$ cat config.mk
export PLATFORM = sky130hd
export DESIGN_NAME = ahb_fabric
export DESIGN_NICKNAME = d
export VERILOG_FILES = /design/src/logic/fabric_pkg.sv /design/src/logic/ahb_pkg.sv /design/src/logic/ahb_fabric.sv /design/src/logic/ahb_bus_mux.sv /design/src/logic/ahb_decoder.sv /design/src/logic/ahb_arbiter.sv /design/src/logic/ahb_arb_regs.sv
export VERILOG_INCLUDE_DIRS = /design/src /design/src/logic
export SDC_FILE = /design/constraint.sdc
export NUM_CORES = 1
export LEC_CHECK = 0
export BUFFER_PORTS_ARGS = -buffer_cell sky130_fd_sc_hd__buf_2
export CAP_MARGIN = 25
export CORE_AREA = 2 2 239 241
export DETAILED_ROUTE_END_ITERATION = 12
export DIE_AREA = 0 0 241 243
export HOLD_SLACK_MARGIN = 0.15
export SLEW_MARGIN = 20
export SYNTH_ARGS = -nofsm -noshare
export SYNTH_HDL_FRONTEND = slang
export SYNTH_SLANG_ARGS = --single-unit
$ cat constraint.sdc
create_clock -name hclk -period 6.9 [get_ports hclk]
set_clock_uncertainty 0.1 [all_clocks]
set_input_delay 0.345 -clock hclk [delete_from_list [all_inputs] [get_ports hclk]]
set_output_delay 0.345 -clock hclk [all_outputs]
set_load 0.01 [all_outputs]
$ cat src/logic/fabric_consts.svh
`ifndef FABRIC_CONSTS_SVH
`define FABRIC_CONSTS_SVH

// Bus population with slave 0 as the arbiter register block
`define FABRIC_NUM_MASTERS 4
`define FABRIC_NUM_SLAVES 6

// Address map in 256 MB regions
`define FABRIC_REGION_BITS 28
`define FABRIC_S1_BASE 32'h1000_0000
`define FABRIC_S2_BASE 32'h2000_0000
`define FABRIC_S3_BASE 32'h3000_0000
`define FABRIC_S4_BASE 32'h4000_0000
`define FABRIC_S5_BASE 32'h5000_0000

// Arbiter register offsets
`define ARB_REG_PRIO0 8'h00
`define ARB_REG_PRIO1 8'h04
`define ARB_REG_PRIO2 8'h08
`define ARB_REG_PRIO3 8'h0C
`define ARB_REG_IRQ_EN 8'h10
`define ARB_REG_EBT_STAT 8'h14

// AHB transfer codes
`define HTRANS_IDLE 2'b00
`define HTRANS_BUSY 2'b01
`define HTRANS_NONSEQ 2'b10
`define HTRANS_SEQ 2'b11
`define HRESP_OKAY 2'b00
`define HRESP_ERROR 2'b01
`define HBURST_SINGLE 3'b000
`define HBURST_INCR 3'b001

`endif
$ cat src/logic/fabric_pkg.sv
`default_nettype none

`include "fabric_consts.svh"

package fabric_pkg;

	// Master numbering and request vectors
	typedef logic [$clog2(`FABRIC_NUM_MASTERS)-1:0] master_idx_t;
	typedef logic [`FABRIC_NUM_MASTERS-1:0] master_vec_t;

	// Zero keeps a master off the bus
	typedef logic [3:0] prio_t;

	// One select bit per slave with bit 0 internal
	typedef logic [`FABRIC_NUM_SLAVES-1:0] slave_vec_t;

	// Two-cycle ERROR sequence of the default slave
	typedef enum logic [1:0] {
		ERR_IDLE,
		ERR_FIRST,
		ERR_SECOND
	} err_state_e;

endpackage

`default_nettype wire

$ cat src/logic/ahb_pkg.sv
`default_nettype none

package ahb_pkg;

	// Plain AHB signal widths
	typedef logic [31:0] haddr_t;
	typedef logic [31:0] hdata_t;
	typedef logic [1:0] htrans_t;
	typedef logic [2:0] hsize_t;
	typedef logic [2:0] hburst_t;
	typedef logic [3:0] hprot_t;
	typedef logic [1:0] hresp_t;

	// Everything a master drives onto the bus
	typedef struct packed {
		haddr_t haddr;
		htrans_t htrans;
		logic hwrite;
		hsize_t hsize;
		hburst_t hburst;
		hprot_t hprot;
		hdata_t hwdata;
	} ahb_req_t;

	// Everything a slave drives back
	typedef struct packed {
		logic hready_resp;
		hresp_t hresp;
		hdata_t hrdata;
	} ahb_rsp_t;

endpackage

`default_nettype wire

$ cat src/logic/ahb_fabric.sv
`timescale 1ns/1ps
`default_nettype none

`include "fabric_consts.svh"

module ahb_fabric
	import ahb_pkg::*;
	import fabric_pkg::*;
(
	input wire hclk,
	input wire rst_n,
	input wire ahb_req_t master_req [`FABRIC_NUM_MASTERS],
	input wire master_vec_t hbusreq,
	input wire master_vec_t hlock,
	input wire ahb_rsp_t slave_rsp [1:`FABRIC_NUM_SLAVES-1],
	output wire master_vec_t hgrant,
	output wire hready,
	output wire hresp_t hresp,
	output wire hdata_t hrdata,
	output wire ahb_req_t slave_bus,
	output wire slave_vec_t hsel,
	output wire master_idx_t hmaster,
	output wire hmastlock,
	output wire ahb_intr
);

	// Data-phase owner for write data routing
	master_idx_t hmaster_data;
	prio_t prio [`FABRIC_NUM_MASTERS];
	logic ebt_event;
	ahb_rsp_t reg_rsp;
	ahb_rsp_t default_rsp;
	ahb_rsp_t all_rsp [`FABRIC_NUM_SLAVES];

	// Register block takes slot 0
	always_comb begin
		all_rsp[0] = reg_rsp;
		for (int s = 1; s < `FABRIC_NUM_SLAVES; s++) begin
			all_rsp[s] = slave_rsp[s];
		end
	end

	ahb_arbiter ahb_arbiter_inst (
		.hclk         (hclk),
		.rst_n        (rst_n),
		.hbusreq      (hbusreq),
		.hlock        (hlock),
		.owner_trans  (slave_bus.htrans),
		.owner_burst  (slave_bus.hburst),
		.hready       (hready),
		.prio         (prio),
		.hgrant       (hgrant),
		.hmaster      (hmaster),
		.hmaster_data (hmaster_data),
		.hmastlock    (hmastlock),
		.ebt_event    (ebt_event)
	);

	// Slave 0 steering the arbiter
	ahb_arb_regs ahb_arb_regs_inst (
		.hclk      (hclk),
		.rst_n     (rst_n),
		.sel       (hsel[0]),
		.slave_bus (slave_bus),
		.hready    (hready),
		.ebt_event (ebt_event),
		.prio      (prio),
		.rsp       (reg_rsp),
		.ahb_intr  (ahb_intr)
	);

	ahb_decoder ahb_decoder_inst (
		.hclk        (hclk),
		.rst_n       (rst_n),
		.haddr       (slave_bus.haddr),
		.htrans      (slave_bus.htrans),
		.hready      (hready),
		.hsel        (hsel),
		.default_rsp (default_rsp)
	);

	ahb_bus_mux ahb_bus_mux_inst (
		.hclk         (hclk),
		.rst_n        (rst_n),
		.master_req   (master_req),
		.hmaster      (hmaster),
		.hmaster_data (hmaster_data),
		.hsel         (hsel),
		.slave_rsp    (all_rsp),
		.default_rsp  (default_rsp),
		.slave_bus    (slave_bus),
		.hready       (hready),
		.hresp        (hresp),
		.hrdata       (hrdata)
	);

endmodule

`default_nettype wire

$ cat src/logic/ahb_bus_mux.sv
`timescale 1ns/1ps
`default_nettype none

`include "fabric_consts.svh"

module ahb_bus_mux
	import ahb_pkg::*;
	import fabric_pkg::*;
(
	input wire hclk,
	input wire rst_n,
	input wire ahb_req_t master_req [`FABRIC_NUM_MASTERS],
	input wire master_idx_t hmaster,
	input wire master_idx_t hmaster_data,
	input wire slave_vec_t hsel,
	input wire ahb_rsp_t slave_rsp [`FABRIC_NUM_SLAVES],
	input wire ahb_rsp_t default_rsp,
	output ahb_req_t slave_bus,
	output logic hready,
	output hresp_t hresp,
	output hdata_t hrdata
);

	// Slave owning the current data phase
	slave_vec_t data_sel;
	ahb_rsp_t sel_rsp;

	// Address and control from the address owner
	// Write data lags one phase behind
	always_comb begin
		slave_bus = master_req[hmaster];
		slave_bus.hwdata = master_req[hmaster_data].hwdata;
	end

	always_ff @(posedge hclk or negedge rst_n) begin
		if (!rst_n) begin
			data_sel <= '0;
		end else if (hready) begin
			data_sel <= hsel;
		end
	end

	// Default slave answers when nothing was selected
	always_comb begin
		sel_rsp = default_rsp;
		for (int s = 0; s < `FABRIC_NUM_SLAVES; s++) begin
			if (data_sel[s]) begin
				sel_rsp = slave_rsp[s];
			end
		end
	end

	assign hready = sel_rsp.hready_resp;
	assign hresp = sel_rsp.hresp;
	assign hrdata = sel_rsp.hrdata;

endmodule

`default_nettype wire

$ cat src/logic/ahb_decoder.sv
`timescale 1ns/1ps
`default_nettype none

`include "fabric_consts.svh"

module ahb_decoder
	import ahb_pkg::*;
	import fabric_pkg::*;
(
	input wire hclk,
	input wire rst_n,
	input wire haddr_t haddr,
	input wire htrans_t htrans,
	input wire hready,
	output slave_vec_t hsel,
	output ahb_rsp_t default_rsp
);

	// Region bases with slave 0 at address zero
	localparam haddr_t BASE [`FABRIC_NUM_SLAVES] = '{
		32'h0000_0000, `FABRIC_S1_BASE, `FABRIC_S2_BASE,
		`FABRIC_S3_BASE, `FABRIC_S4_BASE, `FABRIC_S5_BASE
	};

	logic active;
	logic unmapped;
	err_state_e err_state;

	// NONSEQ and SEQ only
	assign active = (htrans == `HTRANS_NONSEQ) || (htrans == `HTRANS_SEQ);

	always_comb begin
		hsel = '0;
		for (int s = 0; s < `FABRIC_NUM_SLAVES; s++) begin
			if (haddr[31:`FABRIC_REGION_BITS] == BASE[s][31:`FABRIC_REGION_BITS]) begin
				hsel[s] = active;
			end
		end
	end

	// Active transfer that hit no region
	assign unmapped = active && (hsel == '0);

	always_ff @(posedge hclk or negedge rst_n) begin
		if (!rst_n) begin
			err_state <= ERR_IDLE;
		end else begin
			case (err_state)
				ERR_FIRST: err_state <= ERR_SECOND;
				// Back-to-back unmapped accesses restart the sequence
				default: err_state <= (hready && unmapped) ? ERR_FIRST : ERR_IDLE;
			endcase
		end
	end

	// Wait with ERROR and then ready with ERROR
	always_comb begin
		default_rsp.hrdata = '0;
		case (err_state)
			ERR_FIRST: begin
				default_rsp.hready_resp = 1'b0;
				default_rsp.hresp = `HRESP_ERROR;
			end
			ERR_SECOND: begin
				default_rsp.hready_resp = 1'b1;
				default_rsp.hresp = `HRESP_ERROR;
			end
			default: begin
				default_rsp.hready_resp = 1'b1;
				default_rsp.hresp = `HRESP_OKAY;
			end
		endcase
	end

endmodule

`default_nettype wire

$ cat src/logic/ahb_arbiter.sv
`timescale 1ns/1ps
`default_nettype none

`include "fabric_consts.svh"

module ahb_arbiter
	import ahb_pkg::*;
	import fabric_pkg::*;
(
	input wire hclk,
	input wire rst_n,
	input wire master_vec_t hbusreq,
	input wire master_vec_t hlock,
	input wire htrans_t owner_trans,
	input wire hburst_t owner_burst,
	input wire hready,
	input wire prio_t prio [`FABRIC_NUM_MASTERS],
	output master_vec_t hgrant,
	output master_idx_t hmaster,
	output master_idx_t hmaster_data,
	output logic hmastlock,
	output logic ebt_event
);

	// Beats still owed by the owner's fixed-length burst
	logic [3:0] beats_left;
	logic [3:0] beats_nxt;
	master_idx_t grant_idx;
	master_idx_t winner;
	prio_t best_prio;
	logic hold;

	// Beat count after the transfer now on the address bus
	always_comb begin
		beats_nxt = beats_left;
		case (owner_trans)
			`HTRANS_NONSEQ: begin
				if (owner_burst == `HBURST_SINGLE || owner_burst == `HBURST_INCR) begin
					beats_nxt = 4'd0;
				end else begin
					// Burst length of 4 8 or 16 from hburst[2:1]
					case (owner_burst[2:1])
						2'b01: beats_nxt = 4'd3;
						2'b10: beats_nxt = 4'd7;
						default: beats_nxt = 4'd15;
					endcase
				end
			end
			`HTRANS_SEQ: begin
				if (beats_left != 4'd0) begin
					beats_nxt = beats_left - 4'd1;
				end
			end
			`HTRANS_BUSY: beats_nxt = beats_left;
			default: beats_nxt = 4'd0;
		endcase
	end

	// Held while locked or mid-burst or before the new owner reaches the address bus
	assign hold = hlock[grant_idx] || (beats_nxt > 4'd1) || (hmaster != grant_idx);

	// Highest nonzero priority with ties to the lowest index
	always_comb begin
		winner = '0;
		best_prio = '0;
		for (int m = 0; m < `FABRIC_NUM_MASTERS; m++) begin
			if (hbusreq[m] && prio[m] > best_prio) begin
				winner = master_idx_t'(m);
				best_prio = prio[m];
			end
		end
	end

	always_ff @(posedge hclk or negedge rst_n) begin
		if (!rst_n) begin
			grant_idx <= '0;
			hgrant <= master_vec_t'(1);
			hmaster <= '0;
			hmaster_data <= '0;
			hmastlock <= 1'b0;
			beats_left <= '0;
			ebt_event <= 1'b0;
		end else begin
			ebt_event <= 1'b0;
			if (hready) begin
				// Parks on master 0 when nobody is eligible
				if (!hold) begin
					grant_idx <= winner;
					hgrant <= master_vec_t'(1) << winner;
				end
				hmaster <= grant_idx;
				hmaster_data <= hmaster;
				hmastlock <= hlock[grant_idx];
				beats_left <= beats_nxt;
				// Burst cut short by IDLE or a fresh NONSEQ
				ebt_event <= (beats_left != 4'd0) &&
					(owner_trans == `HTRANS_IDLE || owner_trans == `HTRANS_NONSEQ);
			end
		end
	end

endmodule

`default_nettype wire

$ cat src/logic/ahb_arb_regs.sv
`timescale 1ns/1ps
`default_nettype none

`include "fabric_consts.svh"

module ahb_arb_regs
	import ahb_pkg::*;
	import fabric_pkg::*;
(
	input wire hclk,
	input wire rst_n,
	input wire sel,
	input wire ahb_req_t slave_bus,
	input wire hready,
	input wire ebt_event,
	output prio_t prio [`FABRIC_NUM_MASTERS],
	output ahb_rsp_t rsp,
	output logic ahb_intr
);

	// Data-phase copy of the address phase
	logic dp_write;
	logic [7:0] dp_addr;
	logic irq_en;
	logic ebt_stat;
	hdata_t rd_data;

	// Write pending for the data phase
	always_ff @(posedge hclk or negedge rst_n) begin
		if (!rst_n) begin
			dp_write <= 1'b0;
		end else if (hready) begin
			dp_write <= sel && slave_bus.hwrite;
		end
	end

	// Register offset of the current access
	always_ff @(posedge hclk) begin
		if (hready && sel) begin
			dp_addr <= slave_bus.haddr[7:0];
		end
	end

	always_ff @(posedge hclk or negedge rst_n) begin
		if (!rst_n) begin
			for (int m = 0; m < `FABRIC_NUM_MASTERS; m++) begin
				prio[m] <= 4'd1;
			end
			irq_en <= 1'b0;
			ebt_stat <= 1'b0;
		end else begin
			if (dp_write && hready) begin
				case (dp_addr)
					`ARB_REG_PRIO0: prio[0] <= slave_bus.hwdata[3:0];
					`ARB_REG_PRIO1: prio[1] <= slave_bus.hwdata[3:0];
					`ARB_REG_PRIO2: prio[2] <= slave_bus.hwdata[3:0];
					`ARB_REG_PRIO3: prio[3] <= slave_bus.hwdata[3:0];
					`ARB_REG_IRQ_EN: irq_en <= slave_bus.hwdata[0];
					// Write one to clear
					`ARB_REG_EBT_STAT: if (slave_bus.hwdata[0]) ebt_stat <= 1'b0;
					default: ;
				endcase
			end
			// New event wins over a clear in the same cycle
			if (ebt_event) begin
				ebt_stat <= 1'b1;
			end
		end
	end

	// Readback with zero for unused offsets
	always_comb begin
		rd_data = '0;
		case (dp_addr)
			`ARB_REG_PRIO0: rd_data = hdata_t'(prio[0]);
			`ARB_REG_PRIO1: rd_data = hdata_t'(prio[1]);
			`ARB_REG_PRIO2: rd_data = hdata_t'(prio[2]);
			`ARB_REG_PRIO3: rd_data = hdata_t'(prio[3]);
			`ARB_REG_IRQ_EN: rd_data = hdata_t'(irq_en);
			`ARB_REG_EBT_STAT: rd_data = hdata_t'(ebt_stat);
			default: rd_data = '0;
		endcase
	end

	// Zero wait states and always OKAY
	assign rsp = '{hready_resp: 1'b1, hresp: `HRESP_OKAY, hrdata: rd_data};
	assign ahb_intr = ebt_stat && irq_en;

endmodule

`default_nettype wire

# After elaboration in Yosys (flattened, before gate mapping)

Index checks and enable logic that the tools add are counted.

Add/sub/neg operators: 1
Magnitude comparators: 8
Eq/ne operators: 19
Shift-type cells: 1
Muxes and demuxes: 39
Bitwise operators: 3
Reductions and logical operators: 32

Operators with widths:

| operator           | count |
|---|---|
| $bmux 77 s2        | 2 |
| $mux 35            | 6 |
| $mux 77            | 2 |
| $mux 32            | 2 |
| $pmux 4 s6         | 1 |
| $mux 4             | 5 |
| $eq 8x4->1 const B | 2 |
| $eq 8x5->1 const B | 2 |
| $mux 1             | 14 |
| $gt 4x4->1         | 3 |
| $pmux 4 s3         | 1 |
| $reduce_and 2->1   | 6 |
| $logic_and 1x1->1  | 11 |
| $eq 2x2->1 const B | 4 |
| $eq 4x2->1 const B | 2 |
| $eq 4x3->1 const B | 2 |
| $eq 8x3->1 const B | 1 |
| $gt 4x1->1 const B | 2 |
| $logic_not 8->1    | 1 |
| $pmux 4 s2         | 1 |
| $eq 2x1->1 const B | 3 |
| $ge 3x3->1 const B | 2 |
| $logic_not 6->1    | 1 |
| $mux 2             | 3 |
| other kinds (17)   | 24 |

Bits in registers: 51
Input bits: 493
Output and inout bits: 126
Logic and storage cells: 120

# Depth between registers and ports, before layout

Gate-level depths: netlist of run 1.

Word-level depth: 13
Mapped depth: 20
Mapped depth without buffers: 20

# Hierarchy

From an unflattened synthesis of run 1, not the netlist that was laid out.

Cell total of the unflattened synthesis: 712
Area total of the unflattened synthesis: 7159.4 um^2

By module, submodules not included:

| module       | times used | cells each | area each (um^2) | seq. area each (um^2) |
|---|---|---|---|---|
| ahb_bus_mux  | 1          | 420        | 4070.2           | 150.1 |
| ahb_arb_regs | 1          | 115        | 1456.4           | 720.7 |
| ahb_arbiter  | 1          | 123        | 1226.2           | 401.6 |
| ahb_decoder  | 1          | 54         | 406.6            | 50.0 |

# Worst setup path before layout of run 1

OpenSTA, ideal clock, no wires.

Kind: reg-to-reg
Start point: register ahb_arb_regs_inst.prio[12] (netlist bit)
End point: register ahb_arbiter_inst.grant_idx[0]
Library setup time: 0.125 ns
Arrival time: 4.520 ns
Required time: 6.675 ns
Slack: 2.156 ns
Cell stages (with the launch flop): 21
Path buffers: 0
Period minus slack after synthesis: 4.744 ns
Cells stage by stage: dfstp_2 and2_1 ha_1 nor2b_1 o21a_1 o21a_1 o211ai_1 mux2_2 ha_1 nor2b_1 o21a_1 o21ai_0 a21oi_1 mux2_2 ha_1 nor2b_1 o21a_1 o21ai_0 a21oi_1 o21bai_1 mux2_2

Cells in the longest elaborated chain, start to end: 12
Elaborated cells between the ends (all ways): 14
Those cells by class: order compare (4); mux (6); reduce/logical (4)

Ends and longest elaborated chain:

| what                 | line               | source |
|---|---|---|
| start, declared      | ahb_arb_regs.sv:16 | `` output prio_t prio [`FABRIC_NUM_MASTERS], `` |
| $gt 4x1->1           | ahb_arbiter.sv:67  | `if (hbusreq[m] && prio[m] > best_prio) begin` |
| $logic_and 1x1->1    | ahb_arbiter.sv:67  |  |
| $mux 4 (*)           | ahb_arbiter.sv:67  |  |
| $gt 4x4->1           | ahb_arbiter.sv:67  |  |
| $logic_and 1x1->1    | ahb_arbiter.sv:67  |  |
| $mux 4               | ahb_arbiter.sv:67  |  |
| $gt 4x4->1           | ahb_arbiter.sv:67  |  |
| $logic_and 1x1->1    | ahb_arbiter.sv:67  |  |
| $mux 4               | ahb_arbiter.sv:67  |  |
| $gt 4x4->1           | ahb_arbiter.sv:67  |  |
| $logic_and 1x1->1    | ahb_arbiter.sv:67  |  |
| $mux 2 (*)           | ahb_arbiter.sv:67  |  |
| end signal, assigned | ahb_arbiter.sv:88  | `grant_idx <= winner;` |
| end, declared        | ahb_arbiter.sv:28  | `master_idx_t grant_idx;` |

Mark *: on every way between the ends. The rest lies on a longest branch, timed or not.
A chain may end at the register's enable or synchronous reset.

# Worst setup path in the final report of run 1

Same ends and word-level chain as after synthesis.

==> results of run 1 <==
[synth_stat cells, types with 2 or more instances]
master | n | share of area (%)
o211ai_1 | 2 | 0.25
nand3b_1 | 3 | 0.37
a21oi_1 | 43 | 3.6
buf_1 | 7 | 0.44
o31ai_1 | 4 | 0.50
or2_2 | 2 | 0.21
buf_2 | 6 | 0.50
ha_1 | 15 | 3.1
and2_1 | 2 | 0.21
clkbuf_1 | 44 | 2.7
a21o_1 | 2 | 0.25
nor3_1 | 38 | 3.2
o221ai_1 | 3 | 0.44
nand4_1 | 5 | 0.52
edfxtp_1 | 8 | 4.0
nand2_1 | 71 | 4.4
mux2_2 | 32 | 6.0
xor2_1 | 2 | 0.29
or3_1 | 2 | 0.21
inv_1 | 25 | 1.6
mux4_2 | 81 | 30
nand2b_1 | 2 | 0.21
a221oi_1 | 29 | 4.2
a22oi_1 | 5 | 0.62
nor2_1 | 18 | 1.1
mux2i_1 | 6 | 1.0
dfrtp_1 | 38 | 16
nor3b_1 | 2 | 0.25
o21ai_0 | 40 | 3.3
o21a_1 | 6 | 0.75
nor4_1 | 2 | 0.21
dfstp_2 | 5 | 2.2
nor2b_1 | 39 | 4.0
nand3_1 | 4 | 0.33
[worst max-delay path: cells and delay by family (launching register included)]
| kind | cells | cell delay, ps |
|---|---|---|
| AOI/OAI and AO/OA | 10 | 2320 |
| adders and majority gates | 3 | 730 |
| DFF | 1 | 540 |
| muxes | 3 | 1120 |
| and+or+nand+nor | 4 | 440 |
[cell type report]
cell class | count | share of cell area [%]
Multi-Input combinational cell | 478 | 43.3
Antenna cell | 10 | 0.246
Tap cell | 756 | 9.30
Inverter | 26 | 0.960
Clock inverter | 1 | 0.0861
Timing Repair Buffer | 632 | 31.5
Sequential cell | 51 | 13.1
Clock buffer | 7 | 1.51
[where the power goes]
part           leakage [nW]  internal [mW]  switching [mW]
combinational          3.94          0.903            1.20
clock                0.0797          0.159           0.124
sequential            0.609          0.380           0.121
[layer usage]
layer  up-vias  wire (um)  GRT usage, %
li1       3552          -             -
met1      3674      16200          15.4
met2       456      22000          25.6
met3        70       3720          3.35
met4        18       1040          4.12
met5         -        122             0
[flip-flops by register name (all words and copies together) (netlist names)]
| signal | cells |
|---|---|
| ahb_arbiter_inst.hgrant | 4 |
| ahb_arb_regs_inst.prio | 16 |
| ahb_arb_regs_inst.dp_write | 1 |
| ahb_arbiter_inst.beats_left | 4 |
| ahb_arbiter_inst.hmaster | 2 |
| ahb_arbiter_inst.hmaster_data | 2 |
| ahb_arb_regs_inst.ebt_stat | 1 |
| ahb_decoder_inst.err_state | 2 |
| ahb_arbiter_inst.ebt_event | 1 |
| ahb_bus_mux_inst.data_sel | 6 |
| ahb_arb_regs_inst.dp_addr | 8 |
| ahb_arbiter_inst.grant_idx | 2 |
| ahb_arb_regs_inst.irq_en | 1 |
| ahb_arbiter_inst.hmastlock | 1 |
[through the flow]
stage	area [um^2]	cells	hold slack, ps	power (mW)
floorplan	6030	613	-50.6	1.67
global placement	9960	1941	338	2.66
detailed placement	9960	1941	346	2.67
CTS	10100	1951	353	2.97
global route	10200	1957	374	3.12
finish	10200	1961	354	2.88
[timing repair]
item,CTS,global route
hold buffers,2,0
hold endpoints to repair,39,0
gates resized for setup,0,0
[final timing paths]
path,end,slack [ps],cells after the start
min in group asynchronous,ahb_arb_regs_inst.prio[14]$_DFFE_PN0P_,560,3
setup / recovery,ahb_arbiter_inst.grant_idx[0]$_DFFE_PN0P_,1520,20
max in group asynchronous,ahb_arbiter_inst.hmaster[0]$_DFFE_PN0N_,5650,3
hold / removal,ahb_arb_regs_inst.ebt_stat$_DFFE_PN0P_,350,1
setup reg to reg,ahb_arbiter_inst.grant_idx[0]$_DFFE_PN0P_,1520,20
hold reg to reg,ahb_arb_regs_inst.ebt_stat$_DFFE_PN0P_,350,1
[logic make-up (layout without fill, tap and decap cells)]
| logic type | after synthesis | after routing |
|---|---|---|
| fa+ha+maj | 15 | 15 |
| compound gates | 146 | 146 |
| simple gates | 196 | 196 |
| other cells | 0 | 10 |
| xor+xnor | 2 | 2 |
| flops | 51 | 51 |
| buf+inv | 84 | 666 |
| mux | 119 | 119 |
==> flow_summary.yaml, run 1 <==
run_status:
  outcome: "finished clean"
worst_hold_path:
  hp-class: "reg -> reg"
  hp-start: "ahb_arbiter_inst.ebt_event$_DFF_PN0_"
logic_synthesis:
  synthArstFlopShare_pct: 84.3
  synthMuxAreaShare_pct: 37.2
  synthesis.area_um2: 6030
  synth_xor_area_share_pct: 0.290
  synth-compound-area-share_pct: 15.6
  synthAdderAreaFrac_pct: 3.11
  syn_avg_cell_area_um2: 9.84
  synth_cell_types: 54
  synth-edff-count: 8
  synth_seq_cells: 51
  synthCells: 613
  synth_flop_cell: "dfrtp_1"
  yosys.area_share.simple_pct: 16.5
  synth_fp_nets: 1121
  ys_seq_area_share_pct: 21.9
  synth_top_family_by_area: "multiplexers"
  yosysWarnings: 0
pwr:
  ir_worst_vdd_v: 0.0000917
  powerDensity_nw_per_um2: 284
  leakage_nw: 4.63
finish:
  final_util_pct: 18.2
  nNetsFinal: 1702
  layout_common_cells: "buf_2, mux4_2, nand2_1"
  multi_input_area_um2: 4400
  regArea_um2: 1330
  final_common_cell: "buf_2"
  syn_to_final_growth_pct: 68.5
  fillers: 6460
  drive_gt1_share_pct: 64.5
routing:
  vias: 7770
  viasPerCell: 3.96
  drtIter0Drc: 340
  ant_nets: 0
  drc: 0
  finalWirelength_um: 43000
  dr.pass1.iters: 6
  wl_per_cell_um: 21.9
placed_design:
  post-dp-hpwl_um: 38700
  pre_cts_ws_ps: 1440
  globalplace.congestion: 1.01
  numPortBuffers: 618
global_route:
  grt_pass1_vias: 7466
  antenna_found_initial: 40
  grt_pass1_wl_um: 56000
  globalRouteOverflowTotal: 0
  grt_usage_pct: 13.8
  grt_max_degree: 70
critical_path:
  crit_chain: "and2_1, ha_1, nor2b_1, o21a_1, o21a_1, o211ai_1, mux2_2, ha_1, nor2b_1, o21a_1, o21ai_0, a21oi_1, mux2_2, ha_1, nor2b_1, o21a_1, o21ai_0, a21oi_1, o21bai_1, mux2_2"
  worstPathRequired_ps: 6990
  path_class: "reg -> reg"
  crit_path_top_delay_cell: "a21oi_1"
  critPathArrivalTime_ps: 5470
  critPathMostFrequentCell: "o21a_1"
  crit_start: "ahb_arb_regs_inst.prio[12]$_DFFE_PN1P_"
  end_kind: "flip-flop"
  critPathLaunchType: "flip-flop"
  slowest_delay_ps: 630
  worst-path-max-fanout: 9
  timing.rr.start: "ahb_arb_regs_inst.prio[12]$_DFFE_PN1P_"
die:
  die_x_um: 241
  core-area_um2: 56000
  die_area_um2: 58600
  initial_core_util_pct: 10.8
  row_count: 87
  pin_count: 619
  dieHeight_um: 243
clocking:
  h-tree-depth: 2
  cts_tree: "built"
  post_cts_buffers: 0
  cts_buffers: 5
  clock_sinks: 51
  clockBufferDepth: 2
  clkTransAtPathRegs_ps: 70
  clock_latency_ps: 300
  cts-root-buf: "clkbuf_16"
run:
  max_cap_violations: 0
sta:
  clock.fmax_mhz: 186
  finalMaxSlewViolations: 0
  setup_ws_ps: 1520
  rsz0062_at_grt: "no"
  fin_crit_sh_pct: 77.9
  worst_slew_pin_slew_ps: 763
  period_minus_slack_ps: 5380
  setup-violations-final: 0
  final.setup.tns_ps: 0
  hold_violations: 0
  maxSlewHeadroom_pct: 49.2
Power figures use the tool's default switching activity.
==> inputs of run 2 (changes only) <==
--- a/config.mk
+++ b/config.mk
@@ -6,11 +6,12 @@
 export SDC_FILE = /design/constraint.sdc
 export NUM_CORES = 1
 export LEC_CHECK = 0
+export ABC_AREA = 1
 export BUFFER_PORTS_ARGS = -buffer_cell sky130_fd_sc_hd__buf_2
 export CAP_MARGIN = 25
-export CORE_AREA = 2 2 239 241
+export CORE_AREA = 2 2 240 242
 export DETAILED_ROUTE_END_ITERATION = 12
-export DIE_AREA = 0 0 241 243
+export DIE_AREA = 0 0 242 244
 export HOLD_SLACK_MARGIN = 0.15
 export SLEW_MARGIN = 20
 export SYNTH_ARGS = -nofsm -noshare
==> constraint.sdc (replaced) <==
create_clock -name hclk -period 4.35 [get_ports hclk]
set_clock_uncertainty 0.1 [all_clocks]
set_input_delay 0.2175 -clock hclk [delete_from_list [all_inputs] [get_ports hclk]]
set_output_delay 0.2175 -clock hclk [all_outputs]
set_load 0.01 [all_outputs]
==> flow_summary.yaml, run 2 <==
logic_synthesis:
  yosysWarnings: 0
  synthArstFlopShare_pct: 84.3
  synth_seq_cells: 51
  synth_flop_cell: "dfrtp_1"
  synthCells: 1108
  syn_avg_cell_area_um2: 5.85
  synthesis.area_um2: 6490
  synth_fp_nets: 1616
  ys_seq_area_share_pct: 20.4
  synth_commonest_cells: "nand2_1, nor2_1, o21ai_0"
  yosysTopAreaCellShare_pct: 14.7
  synth-edff-count: 8
  synth_area_leaders: "dfrtp_1, nand2_1, o21ai_0"
  synth.most_common_cell: "nand2_1"
  synth_cell_types: 42
  synth_top_cell_by_area: "dfrtp_1"
die:
  core-area_um2: 56200
  dieHeight_um: 244
  row_count: 87
  initial_core_util_pct: 11.5
  die_x_um: 242
  pin_count: 619
  die_area_um2: 59000
placed_design:
  postPlaceCellArea_um2: 10300
  post-dp-hpwl_um: 33000
  pre_cts_ws_ps: 169
  numPortBuffers: 618
  place_inst: 2416
  globalplace.congestion: 0.903
sta:
  finalMaxSlewViolations: 0
  worst_slew_pin_slew_ps: 920
  period_minus_slack_ps: 3930
  maxSlewHeadroom_pct: 38.6
  setup-violations-final: 0
  hold_violations: 0
  setup_ws_ps: 416
  clock.fmax_mhz: 254
  fin_crit_sh_pct: 90.4
clocking:
  clockBufferDepth: 2
  cts_buffers: 5
  cts_tree: "built"
  clkTransAtPathRegs_ps: 80
  clock_latency_ps: 310
  clock_sinks: 51
  cts-root-buf: "clkbuf_16"
  h-tree-depth: 2
global_route:
  grt_pass1_wl_um: 57700
  antenna_found_initial: 3
  globalRouteOverflowTotal: 0
  grt_pass1_vias: 9570
  grt_max_degree: 66
  grt_usage_pct: 12.6
pwr:
  powerDensity_nw_per_um2: 368
  ir_worst_vdd_v: 0.000180
  leakage_nw: 5.42
finish:
  largest_reg_flops: 16
  layout_common_cells: "buf_2, nand2_1, nor2_1"
  top_register: "ahb_arb_regs_inst.prio"
  layout.cells.non_filler: 2432
  drive_gt1_share_pct: 41.6
  multi_input_area_um2: 4590
  nNetsFinal: 2180
  syn_to_final_growth_pct: 62.1
  regArea_um2: 1320
  reg.largest.list: "ahb_arb_regs_inst.prio: 16 flops, ahb_arb_regs_inst.dp_addr: 8 flops, ahb_bus_mux_inst.data_sel: 6 flops"
  final_common_cell: "buf_2"
  design_area_um2: 10500
  fillers: 6571
critical_path:
  end_kind: "flip-flop"
  worst-path-max-fanout: 9
  worstPathRequired_ps: 4510
  critPathArrivalTime_ps: 4090
  critPathTopFamily: "simple AND/OR/NAND/NOR gates"
  critPathLaunchType: "flip-flop"
  path_class: "reg -> reg"
  crit_buf_inv: 4
  slowest_delay_ps: 540
  critPathMostFrequentCell: "nand2_1"
  crit_path_top_delay_cell: "dfstp_2"
routing:
  vias: 10137
  dr.pass1.iters: 6
  finalWirelength_um: 39500
  drtIter0Drc: 799
  wl_per_cell_um: 16.3
  ant_nets: 0
  viasPerCell: 4.17
  drc: 0
worst_hold_path:
  hp-class: "in -> reg"
run:
  max_cap_violations: 0
run_status:
  outcome: "finished clean"
==> run 2: cells by family (layout without fill, tap and decap cells) <==
| logic type | Yosys count | count (layout) | synth area share, % |
|---|---|---|---|
| adders and majority gates | 15 | 15 | 2.89 |
| buffers and inverters | 142 | 706 | 9.03 |
| AOI/OAI and AO/OA | 376 | 376 | 33.8 |
| other | 0 | 3 | 0 |
| DFF | 51 | 51 | 20.4 |
| xor gates and xnor gates | 2 | 2 | 0.270 |
| and+or+nand+nor | 521 | 522 | 33.5 |
| muxes | 1 | 1 | 0.154 |
==> run 2: metrics by stage <==
stage	hold slack, ps	total power [mW]	TNS [ps]	util (%)
2_1_floorplan	-178	2.21	0	-
3_3_place_gp	280	3.45	0	18.3
3_5_place_dp	289	3.45	0	18.3
4_1_cts	200	3.93	0	18.6
5_1_grt	210	4.22	-35.9	18.7
6_report	192	3.87	0	18.7
==> run 2: where the power goes <==
part           total [mW]  switching [mW]  internal, mW
registers           0.635          0.0705         0.564
clock network       0.444           0.224         0.220
logic                2.79            1.78          1.01
==> run 2: worst register-to-register path, delay by kind of cell (launching register included) <==
kind	cells	cell delay (ps)
and+or+nand+nor	14	1220
buffers and inverters	4	270
adders and majority gates	3	940
AOI/OAI and AO/OA	7	810
DFF	1	540
==> run 2: area by class of cell <==
type | instances | area share, %
diodes | 3 | 0.0714
clock buffers | 5 | 1.19
clock inverters | 3 | 0.250
inverters | 58 | 2.07
multi-input cells | 916 | 43.7
flip-flops and latches | 51 | 12.6
well taps | 756 | 9.00
repair buffers | 640 | 31.1
==> run 2: routing by layer <==
metal | vias up | GRT usage (%) | wire, um
li1 | 4966 | - | -
met1 | 4628 | 16.4 | 16900
met2 | 496 | 20.8 | 18700
met3 | 45 | 2.19 | 2740
met4 | 2 | 4.43 | 1210
met5 | - | 0 | 13
==> run 2: final timing paths <==
check | from | to | cells past startpoint | slack [ps]
max | ahb_arb_regs_inst.prio[12]$_DFFE_PN1P_ | ahb_arbiter_inst.hgrant[1]$_DFFE_PN0P_ | 28 | 420
min | hbusreq[3] | ahb_arbiter_inst.hgrant[3]$_DFFE_PN0P_ | 4 | 190
max reg2reg | ahb_arb_regs_inst.prio[12]$_DFFE_PN1P_ | ahb_arbiter_inst.hgrant[1]$_DFFE_PN0P_ | 28 | 420
min reg2reg | ahb_arbiter_inst.hgrant[0]$_DFFE_PN1P_ | ahb_arbiter_inst.hgrant[0]$_DFFE_PN1P_ | 2 | 360
max in group asynchronous | rst_n | ahb_arb_regs_inst.prio[11]$_DFFE_PN0P_ | 3 | 3210
min in group asynchronous | rst_n | ahb_bus_mux_inst.data_sel[4]$_DFFE_PN0N_ | 3 | 440
==> run 2: repair_timing <==
item | CTS | global route
gates resized for setup | 0 | 6
setup endpoints to repair | 0 | 6
buffers inserted | 0 | 1
endpoints found under the hold margin | 39 | 0
hold buffers | 2 | 0
==> inputs of run 3 (changes only) <==
--- a/config.mk
+++ b/config.mk
@@ -13,6 +13,7 @@
 export DETAILED_ROUTE_END_ITERATION = 12
 export DIE_AREA = 0 0 242 244
 export HOLD_SLACK_MARGIN = 0.15
+export PLACE_DENSITY = 0.35
 export SLEW_MARGIN = 20
 export SYNTH_ARGS = -nofsm -noshare
 export SYNTH_HDL_FRONTEND = slang
==> flow_summary.yaml, run 3 (synthesis results as in run 2) <==
routing:
  drc: 0
  vias: 10071
  wl_met3_um: 2640
  top_layer: "met5"
  dr.pass1.iters: 7
  drtIter0Drc: 666
  finalWirelength_um: 43200
  viasPerCell: 4.14
  m1WireLength_um: 17700
  wl_per_cell_um: 17.8
  ant_nets: 0
  wl_met2_um: 21900
sta:
  finalMaxSlewViolations: 0
  period_minus_slack_ps: 3970
  fin_crit_sh_pct: 91.3
  final.setup.tns_ps: 0
  setup-violations-final: 0
  rsz0062_at_grt: "no"
  maxSlewHeadroom_pct: 35.1
  hold_violations: 0
  worst_slew_pin_slew_ps: 973
  hold_slack_ps: 164
  clock.fmax_mhz: 252
  setup_ws_ps: 378
critical_path:
  worst-path-max-fanout: 7
  end_kind: "flip-flop"
  crit_buf_inv: 4
  critPathMostFrequentCell: "nand2_1"
  critPathArrivalTime_ps: 4130
  crit_path_top_delay_cell: "dfstp_2"
  path_class: "reg -> reg"
  worstPathRequired_ps: 4500
  slowest_delay_ps: 540
  crit_cells: 27
  critPathTopFamily: "simple AND/OR/NAND/NOR gates"
  reg2regPathDepth: 27
  critPathLaunchType: "flip-flop"
global_route:
  grt_usage_pct: 13.7
  grt_max_degree: 94
  antenna_found_initial: 1
  globalRouteOverflowTotal: 0
  grt_pass1_wl_um: 62500
  grt_pass1_vias: 10005
run:
  max_cap_violations: 0
die:
  dieHeight_um: 244
  initial_core_util_pct: 11.5
  die_x_um: 242
  row_count: 87
  core-area_um2: 56200
  die_area_um2: 59000
  pin_count: 619
pwr:
  ir_worst_vdd_v: 0.000124
  p_total_mw: 3.88
  leakage_nw: 5.43
  powerDensity_nw_per_um2: 368
clocking:
  clkTransAtPathRegs_ps: 90
  clock_latency_ps: 320
  cts_buffers: 5
  cts_tree: "built"
  h-tree-depth: 2
  clockBufferDepth: 2
  cts-root-buf: "clkbuf_16"
  clock_sinks: 51
run_status:
  outcome: "finished clean"
worst_hold_path:
  hp-class: "in -> reg"
  holdPathStages: 4
finish:
  n_antenna_cell: 0
  final_util_pct: 18.8
  final_common_cell: "buf_2"
  nNetsFinal: 2182
  largest_reg_flops: 16
  syn_to_final_growth_pct: 62.7
  reg.largest.list: "ahb_arb_regs_inst.prio: 16 flops, ahb_arb_regs_inst.dp_addr: 8 flops, ahb_bus_mux_inst.data_sel: 6 flops"
  layout_common_cells: "buf_2, nand2_1, nor2_1"
  drive_gt1_share_pct: 42.1
  top_register: "ahb_arb_regs_inst.prio"
placed_design:
  numPortBuffers: 618
  globalplace.congestion: 0.926
  pre_cts_ws_ps: 152
  post-dp-hpwl_um: 35600
-- run 3: cell count changes in the layout (fill, tap and decap cells not counted), sizes merged --
| cell | change |
|---|---|
| diode | -3 |
| buf | +2 |
| clkinv | -1 |
| inv | +1 |
| nand2 | +1 |
| nand3 | -1 |
-- run 3: metal layers --
metal / vias to the layer above / global-route usage, %
met1: 4630 / 16.7
met5: - / 0
li1: 4967 / -
met2: 429 / 24.6
met4: 2 / 3.58
met3: 43 / 2.47
-- run 3: power breakdown --
part           internal, mW  leakage [nW]  total, mW  switching (mW)
Sequential            0.565         0.636      0.616          0.0510
Combinational          1.00          4.72       2.82            1.82
Clock                 0.221        0.0767      0.444           0.222
Total                  1.79          5.43       3.88            2.10
-- run 3: path summary, 6_finish.rpt --
kind | start | end | slack (ps)
setup / recovery | ahb_arb_regs_inst.prio[12]$_DFFE_PN1P_ | ahb_arbiter_inst.hgrant[1]$_DFFE_PN0P_ | 380
hold / removal | hbusreq[3] | ahb_arbiter_inst.hgrant[3]$_DFFE_PN0P_ | 160
setup reg to reg | ahb_arb_regs_inst.prio[12]$_DFFE_PN1P_ | ahb_arbiter_inst.hgrant[1]$_DFFE_PN0P_ | 380
hold reg to reg | ahb_arbiter_inst.hgrant[3]$_DFFE_PN0P_ | ahb_arbiter_inst.hgrant[3]$_DFFE_PN0P_ | 370
max in group asynchronous | rst_n | ahb_arbiter_inst.hmaster_data[0]$_DFFE_PN0N_ | 3210
min in group asynchronous | rst_n | ahb_arbiter_inst.beats_left[2]$_DFFE_PN0N_ | 420
-- run 3: stage by stage --
step	instance area (um^2)	instances
finish	10600	2431
global route	10600	2431
CTS	10400	2423
detailed placement	10300	2413
global placement	10300	2413
floorplan	6490	1108
-- run 3: worst register-to-register path, stage by stage, from the launching register on --
cell and delay (ps):
dfstp_2 540, inv_1 50, nand2_1 60, o21ai_1 70
inv_1 90, nand2_1 80, ha_1 290, inv_1 50
nor2_2 70, nor2_1 50, o21ai_2 170, nand2_1 130
nand2_1 70, o21ai_0 110, ha_1 330, nand2_1 60
o21ai_1 140, nand3_2 150, nand2_1 90, o21ai_0 90
ha_1 350, buf_4 150, nand4_1 100, nand3_2 110
nand2_1 140, nand2_1 60, nand3b_1 150, nand2_1 70
-- run 3: final cells by class --
cell class | count | area (um^2)
Sequential cell | 51 | 1330
Timing Repair Buffer | 642 | 3300
Multi-Input combinational cell | 916 | 4620
Clock buffer | 5 | 125
Inverter | 58 | 218
Clock inverter | 3 | 26.3
Fill cell | 6629 | 45600
Tap cell | 756 | 946
-- run 3: repair_timing --
item                       in CTS  in global routing
setup buffers                   0                  6
hold buffers                    2                  0
resized for setup               0                 19
setup endpoints to repair       0                  6
hold endpoints to repair       39                  0
